## config.mk

```make
export PLATFORM = sky130hd
export DESIGN_NAME = split_mult
export DESIGN_NICKNAME = d
export VERILOG_FILES = /design/src/hdl/split_mult_pkg.sv /design/src/hdl/split_mult.sv /design/src/hdl/partial_combine.sv /design/src/hdl/partial_mult.sv
export SDC_FILE = /design/constraint.sdc
export NUM_CORES = 1
export LEC_CHECK = 0
export BUFFER_PORTS_ARGS = -buffer_cell sky130_fd_sc_hd__buf_2
export CORE_MARGIN = 8
export CORE_UTILIZATION = 45
export DETAILED_ROUTE_END_ITERATION = 10
export HOLD_SLACK_MARGIN = 0.05
export PLACE_DENSITY_LB_ADDON = 0.3
export SYNTH_ARGS = -nofsm -noshare
export SYNTH_HDL_FRONTEND = slang
export SYNTH_SLANG_ARGS = --single-unit
```

## constraint.sdc

```tcl
create_clock -name clk -period 7.8 [get_ports clk]
set_clock_uncertainty 0.2 [all_clocks]
set_input_delay 0.78 -clock clk [delete_from_list [all_inputs] [get_ports clk]]
set_output_delay 0.78 -clock clk [all_outputs]
set_load 0.01 [all_outputs]
```

## src/hdl/split_mult_pkg.sv

```systemverilog
package split_mult_pkg;

	// Operand signedness per transaction.
	// The first letter is operand A, the second is operand B.
	typedef enum logic [1:0]
	{
		MODE_UU = 2'b00, // Both operands unsigned.
		MODE_US = 2'b01, // A unsigned, B signed.
		MODE_SU = 2'b10, // A signed, B unsigned.
		MODE_SS = 2'b11  // Both operands signed.
	} mult_mode_e;

	// Default operand widths.
	localparam int DEF_A_W = 12; // Width of data_a.
	localparam int DEF_B_W = 12; // Width of data_b.

	// Split point, the width of each low field.
	// The high fields get what is left of each operand.
	localparam int DEF_LO_W = 9; // Low field of both operands.

endpackage
```

## src/hdl/split_mult.sv

```systemverilog
`timescale 1ns/1ns

module split_mult
	import split_mult_pkg::*;
#(
	parameter int A_W  = DEF_A_W, // Width of data_a.
	parameter int B_W  = DEF_B_W, // Width of data_b.
	parameter int LO_W = DEF_LO_W // Split point, below A_W and B_W.
)
(
	input  logic                 clk,       // Core clock.
	input  logic                 arst_n,    // Async reset, active low.
	input  logic                 in_valid,  // One-cycle transaction strobe.
	input  mult_mode_e           mode,      // Signedness of A and B.
	input  logic [A_W-1:0]       data_a,    // Operand A.
	input  logic [B_W-1:0]       data_b,    // Operand B.
	output logic [A_W+B_W-1:0]   result,    // A x B, truncated to A_W+B_W.
	output logic                 out_valid  // Marks result, two cycles later.
);

	// Field widths.
	localparam int AH_W = A_W - LO_W;       // High field of A.
	localparam int BH_W = B_W - LO_W;       // High field of B.

	// Partial product widths, each with its guard bit.
	localparam int HL_W = AH_W + LO_W + 1;  // a_hi x b_lo.
	localparam int AP_W = A_W + BH_W + 1;   // A x b_hi.
	localparam int LL_W = 2 * LO_W + 1;     // a_lo x b_lo.

	// Pipeline depth from strobe to out_valid.
	localparam int LAT = 2;

	logic            a_signed; // A read as two's complement.
	logic            b_signed; // B read as two's complement.

	logic [AH_W-1:0] a_hi;     // Top of A, carries the sign of A.
	logic [LO_W-1:0] a_lo;     // Bottom of A, always unsigned.
	logic [BH_W-1:0] b_hi;     // Top of B, carries the sign of B.
	logic [LO_W-1:0] b_lo;     // Bottom of B, always unsigned.

	logic [HL_W-1:0] prod_hl;  // Stage one products.
	logic [AP_W-1:0] prod_ah;
	logic [LL_W-1:0] prod_ll;

	logic [LAT-1:0]  valid_sr; // Follows the data pipeline.

	// Mode decode.
	always_comb
	begin
		case (mode)
			MODE_UU:
			begin
				a_signed = 1'b0;
				b_signed = 1'b0;
			end
			MODE_US:
			begin
				a_signed = 1'b0;
				b_signed = 1'b1; // Only B is signed.
			end
			MODE_SU:
			begin
				a_signed = 1'b1; // Only A is signed.
				b_signed = 1'b0;
			end
			default:
			begin
				a_signed = 1'b1; // MODE_SS.
				b_signed = 1'b1;
			end
		endcase
	end

	// Operand slicing at the split point.
	assign a_hi = data_a[A_W-1:LO_W]; // Weight 2**LO_W.
	assign a_lo = data_a[LO_W-1:0];   // Weight one.
	assign b_hi = data_b[B_W-1:LO_W]; // Weight 2**LO_W.
	assign b_lo = data_b[LO_W-1:0];   // Weight one.

	// A x B = (a_hi*b_lo + A*b_hi) * 2**LO_W + a_lo*b_lo.
	// A*b_hi holds the a_hi*b_hi and a_lo*b_hi terms together.
	partial_mult
	#(
		.AW (AH_W),
		.BW (LO_W)
	)
	u_mult_hl
	(
		.clk      (clk),
		.arst_n   (arst_n),
		.op_a     (a_hi),
		.op_b     (b_lo),
		.a_signed (a_signed),
		.b_signed (1'b0),     // Low field has no sign.
		.prod     (prod_hl)
	);

	partial_mult
	#(
		.AW (A_W),
		.BW (BH_W)
	)
	u_mult_ah
	(
		.clk      (clk),
		.arst_n   (arst_n),
		.op_a     (data_a),   // Whole of A.
		.op_b     (b_hi),
		.a_signed (a_signed),
		.b_signed (b_signed),
		.prod     (prod_ah)
	);

	partial_mult
	#(
		.AW (LO_W),
		.BW (LO_W)
	)
	u_mult_ll
	(
		.clk      (clk),
		.arst_n   (arst_n),
		.op_a     (a_lo),
		.op_b     (b_lo),
		.a_signed (1'b0),     // Both low fields unsigned.
		.b_signed (1'b0),
		.prod     (prod_ll)
	);

	// Shift-and-add end stage.
	partial_combine
	#(
		.A_W  (A_W),
		.B_W  (B_W),
		.LO_W (LO_W)
	)
	u_combine
	(
		.clk     (clk),
		.arst_n  (arst_n),
		.prod_hl (prod_hl),
		.prod_ah (prod_ah),
		.prod_ll (prod_ll),
		.result  (result)
	);

	// Valid pipeline, one bit per data stage.
	always_ff @(posedge clk or negedge arst_n)
	begin
		if (!arst_n)
		begin
			valid_sr <= '0; // Nothing in flight.
		end
		else
		begin
			valid_sr <= {valid_sr[LAT-2:0], in_valid}; // Shift with the data.
		end
	end

	assign out_valid = valid_sr[LAT-1]; // Lines up with the result register.

endmodule

```

## src/hdl/partial_combine.sv

```systemverilog
`timescale 1ns/1ns

module partial_combine
	import split_mult_pkg::*;
#(
	parameter int A_W  = DEF_A_W, // Width of operand A.
	parameter int B_W  = DEF_B_W, // Width of operand B.
	parameter int LO_W = DEF_LO_W // Split point of both operands.
)
(
	input  logic                     clk,     // Core clock.
	input  logic                     arst_n,  // Async reset, active low.
	input  logic [A_W:0]             prod_hl, // a_hi x b_lo, signed.
	input  logic [A_W+B_W-LO_W:0]    prod_ah, // A x b_hi, signed.
	input  logic [2*LO_W:0]          prod_ll, // a_lo x b_lo, never negative.
	output logic [A_W+B_W-1:0]       result   // Full product, registered.
);

	localparam int P_W  = A_W + B_W;    // Product width.
	localparam int UP_W = P_W - LO_W;   // Bits of result above the split.
	localparam int HL_W = A_W + 1;      // Width of prod_hl.
	localparam int AH_W = UP_W + 1;     // Width of prod_ah.
	localparam int LL_W = 2 * LO_W + 1; // Width of prod_ll.
	localparam int LH_W = LL_W - LO_W;  // Upper part of prod_ll.

	logic [AH_W-1:0] hl_ext;   // prod_hl sign extended to the prod_ah width.
	logic [AH_W-1:0] hi_sum;   // Both cross terms, weight 2**LO_W.
	logic [LH_W-1:0] ll_hi;    // prod_ll bits at and above the split.
	logic [LO_W-1:0] ll_lo;    // prod_ll bits below the split.
	logic [UP_W-1:0] ll_hi_ext; // Upper part of prod_ll padded to UP_W.
	logic [AH_W-1:0] upper;    // Everything at weight 2**LO_W and above.

	// Cross terms are signed, extend with their top bit.
	assign hl_ext = {{(AH_W - HL_W){prod_hl[HL_W-1]}}, prod_hl}; // B_W-LO_W copies.

	// First adder, both terms already line up at 2**LO_W.
	assign hi_sum = hl_ext + prod_ah; // Wraps like the final product does.

	// prod_ll sits at weight one.
	// Its low LO_W bits meet nothing else and go straight to the result.
	assign ll_lo = prod_ll[LO_W-1:0];   // Bypass the adder.
	assign ll_hi = prod_ll[LL_W-1:LO_W]; // Carries into the upper sum.

	assign ll_hi_ext = {{(UP_W - LH_W){1'b0}}, ll_hi}; // Unsigned, zero pad.

	// Second adder. Only UP_W bits survive.
	assign upper = hi_sum + {1'b0, ll_hi_ext}; // Top bit falls off below.

	// End-stage register, low P_W bits of the aligned sum.
	always_ff @(posedge clk or negedge arst_n)
	begin
		if (!arst_n)
		begin
			result <= '0; // Clean output in reset.
		end
		else
		begin
			result <= {upper[UP_W-1:0], ll_lo}; // Shifted sum over low bits.
		end
	end

endmodule

```

## src/hdl/partial_mult.sv

```systemverilog
`timescale 1ns/1ns

module partial_mult
#(
	parameter int AW = 8, // Width of op_a.
	parameter int BW = 8  // Width of op_b.
)
(
	input  logic              clk,      // Core clock.
	input  logic              arst_n,   // Async reset, active low.
	input  logic [AW-1:0]     op_a,     // First field.
	input  logic [BW-1:0]     op_b,     // Second field.
	input  logic              a_signed, // Read op_a as two's complement.
	input  logic              b_signed, // Read op_b as two's complement.
	output logic [AW+BW:0]    prod      // Registered product, one spare bit.
);

	// Product width with the guard bit.
	// (AW+1) x (BW+1) signed would need AW+BW+2 bits, but the extended
	// operands never reach their most negative value, so one bit less is exact.
	localparam int P_W = AW + BW + 1;

	logic              a_ext_bit;  // Extension bit of op_a.
	logic              b_ext_bit;  // Extension bit of op_b.
	logic signed [AW:0] a_ext;     // op_a widened by one bit.
	logic signed [BW:0] b_ext;     // op_b widened by one bit.
	logic signed [P_W-1:0] prod_c; // Combinational product.

	// Sign bit copies up only when the field is signed.
	assign a_ext_bit = a_signed & op_a[AW-1]; // Zero fill when unsigned.
	assign b_ext_bit = b_signed & op_b[BW-1]; // Zero fill when unsigned.

	assign a_ext = $signed({a_ext_bit, op_a}); // Now always a signed value.
	assign b_ext = $signed({b_ext_bit, op_b}); // Same for the B side.

	// Both sides are signed here, so the tool builds one signed multiplier
	// and every mix of signedness comes out of the same array.
	assign prod_c = a_ext * b_ext; // Extended to P_W before the multiply.

	// One pipeline stage.
	always_ff @(posedge clk or negedge arst_n)
	begin
		if (!arst_n)
		begin
			prod <= '0; // Product reads zero in reset.
		end
		else
		begin
			prod <= prod_c; // Launch the product.
		end
	end

endmodule

```

==> impl_results.md <==
- Share of layout cells above drive strength 1: 0.0974
- Routed length per instance: 15.0 um
- Part of the cycle the worst path needs: 0.632
- Nets: 1,061
- Worst-Skew Late Latency: 0.33 ns
- Worst R2R Path Depth: 10
- Post-synth top area cell: fa_1
- Mapped Cells: 791
- Layout area overhead: 9.12%
- Post-CTS Hold Fix Bufs: 0
- Post-CTS setup buffers: 0
- CTS clock-pin slew for the worst setup and hold paths: 0.06 ns
- Routed Antenna Nets: 0
- Post-synth cell types: 47
- R2r setup slk: 4.95 ns
- # DRC: 0
- Largest net degree at the start of global routing: 73
- Critical Path End: u_mult_ll.prod[17]
- Setup TNS: 0 ns
- Post-cts resize count: 0
- Netlist Area Pre-Place: 7850 um^2
- Top cells by area, synth: fa_1 (25%), dfrtp_1 (23%), ha_1 (17%)
- Tmin final: 4.93 ns
- Reg-to-Reg Start: u_mult_hl.prod[1]
- Overflow after GRT: 0
- Drt pass-1 iters: 4
- Post-synth top area share: 0.253
- Clk sinks: 72
- Most frequent cell after synthesis: inv_1
- Tightest Pin Transition: 0.878 ns
- Die Ht: 148 um
- Initial antenna violation count: 0
- First-pass GRT wire length: 27,200 um
- Worst Path Required: 7.83 ns
- Simple-Gate Fraction of Synth Area: 0.157
- Slew Limit Fails: 0
- Area of the multi-input gates: 5530 um^2
- Status: complete, no violations
- Detailed placement HPWL: 12,800 um
- CP Launch Type: primary input
- Combinational power share: 0.643
- N_diodes: 0
- Critical path class: primary input to flop
- Leak: 0.00445 uW
- Worst VDD drop: 220 uV
- Total Routing Usage GR: 0.152
- CP Launch Point: data_b[0]
- GPL Wtd Cong: 0.807
- Largest family of logic cells by synthesized area: adder cells
- Mapped Nets: 1,025
- Number of global-route vias before repair: 5,576
- RSZ-0062 raised after global routing: false
- Synth top cells by count: inv_1 (110), ha_1 (106), and2_1 (100), fa_1 (99), dfrtp_1 (72)
- Core area: 17,200 um^2
- Num CTS Buffers: 9
- Final Hold Vio Count: 0
- Cell Pwr Density: 318 nW/um^2
- Clk pwr share: 0.135
- Maxcap violations: 0
- Die Width: 148 um
- Switching power: 1180 uW
- CTS HTree Levels: 3
- DRT iter0 DRCs: 264
- TritonCTS clock tree: yes
- CTS root buffer: clkbuf_16
- Total I/O pin count: 54
- Syn_area_per_cell: 9.92 um^2
- Sw Ratio: 0.435
- RR Endpoint: u_combine.result[22]
- Post-Synth Adder-Cell Area: 0.421
- Compound-Gate Fraction of Synth Area: 0.0772
- Internal: 1540 uW
- HP Class: flop to flop
- Final setup vio count: 0
- Vias per cell: 5.01
- FF+latch count, synth: 72
- Seq/Total Area, Yosys: 0.230
- Die ar.: 21,900 um^2
- Drt total wl: 15,900 um
- Clk buf depth: 2
- Synthesis Warnings: 0
- PortBufs: 53
- Top FF cell, synth: dfrtp_1
- Post-synth EDFFs: 0
- Post-synth ARST share: 1.00
- Vias: 5,292
- Fillcell total: 1,638
- Mux cell area share after synthesis: 0
- Worst-path fanout max: 13
- Starting Density: 0.457
- Flop pwr share: 0.222
- Rows: 48
- Worst hold slack: 0.147 ns
- Arr. time, crit path: 4.96 ns
- CP endpoint kind: flop
- Rel. slew slack: 0.415
- Seq. cell area: 1800 um^2
- Post-Synth XOR/XNOR Area: 0.0491
- Fmax: 203 MHz
## registers in the layout, summed over array words and instances, names as in the netlist
signal / cells
u_mult_ll.prod: 18
u_mult_hl.prod: 13
valid_sr: 2
u_combine.result: 24
u_mult_ah.prod: 15
## stage by stage
step           worst slack, ns  power (uW)  instance area [um^2]  utilization  std cells
2_1_floorplan             2.82        1940                  7850            -        791
3_3_place_gp              2.65        2320                  8290        0.483       1041
4_1_cts                   2.91        2740                  8560        0.499       1057
3_5_place_dp              2.57        2340                  8290        0.483       1041
6_report                  2.87        2720                  8560        0.499       1057
5_1_grt                   2.65        3000                  8560        0.499       1057
## routing by layer
layer,share of wire,vias up,GRT usage,wire length (um)
li1,-,2585,-,-
met5,0,-,0,0
met4,0.012,0,0.0377,190
met1,0.51,2610,0.222,8100
met2,0.45,84,0.238,7120
met3,0.029,13,0.0161,456
## power groups by stage
| stage | Sequential, uW | Clock [uW] | Combinational, uW |
|---|---|---|---|
| 5_1_grt | 623 | 393 | 1980 |
| 4_1_cts | 609 | 378 | 1750 |
| 3_3_place_gp | 611 | 0 | 1710 |
| 2_1_floorplan | 632 | 0 | 1310 |
| 3_5_place_dp | 615 | 0 | 1730 |
| 6_report | 605 | 367 | 1750 |
## kinds of logic after synthesis
group           after synthesis
compound gates               96
buf+inv                     138
xor+xnor                     44
flops                        72
fa+ha+maj                   205
simple gates                236
## area by class of cell
type | instances | area share
Clock buffer | 9 | 0.0263
Multi-Input combinational cell | 581 | 0.646
Tap cell | 225 | 0.0329
Sequential cell | 72 | 0.210
Timing Repair Buffer | 53 | 0.0313
Inverter | 110 | 0.0482
Clock inverter | 7 | 0.00541
## cells in the final DEF, fill, tap and decap left out, drive strengths merged, types with 2 or more instances in the layout
cell / netlist / final
clkbuf: 26 / 9
nor3: 4 / 4
fa: 99 / 99
o21ai: 25 / 25
xnor2: 32 / 32
xor2: 12 / 12
and2: 100 / 100
o31a: 2 / 2
nand2: 65 / 65
a31oi: 2 / 2
dfrtp: 72 / 72
a21o: 12 / 12
a311oi: 2 / 2
or4: 3 / 3
buf: 2 / 53
a21oi: 30 / 30
or2: 8 / 8
nor2: 35 / 35
nand4: 3 / 3
clkinv: 0 / 3
and3: 4 / 4
nand2b: 6 / 6
a31o: 2 / 2
nand3: 2 / 2
clkinvlp: 0 / 3
nor2b: 3 / 3
ha: 106 / 106
inv: 110 / 111
o21a: 8 / 8
## critical path, stage by stage
cell and delay (ns):
buf_2 0.24, nand2_1 0.12, fa_1 0.54, inv_1 0.05
fa_1 0.49, inv_1 0.05, fa_1 0.46, fa_1 0.54
inv_1 0.04, ha_1 0.36, a21o_1 0.13, a21oi_1 0.08
a21boi_1 0.25, a41oi_1 0.26, a221o_1 0.38, a22oi_1 0.16
## worst min-delay path by stage
stage | slack (ns) | to | from | depth (start not counted)
floorplan | 0.13 | u_combine.result[0] | u_mult_ll.prod[0] | 0
global placement | 0.13 | u_combine.result[7] | u_mult_ll.prod[7] | 0
detailed placement | 0.13 | u_combine.result[4] | u_mult_ll.prod[4] | 0
CTS | 0.15 | u_combine.result[4] | u_mult_ll.prod[4] | 0
global route | 0.16 | valid_sr[1] | valid_sr[0] | 0
finish | 0.15 | u_combine.result[4] | u_mult_ll.prod[4] | 0
Note: power is estimated with default switching activity, not from simulation.
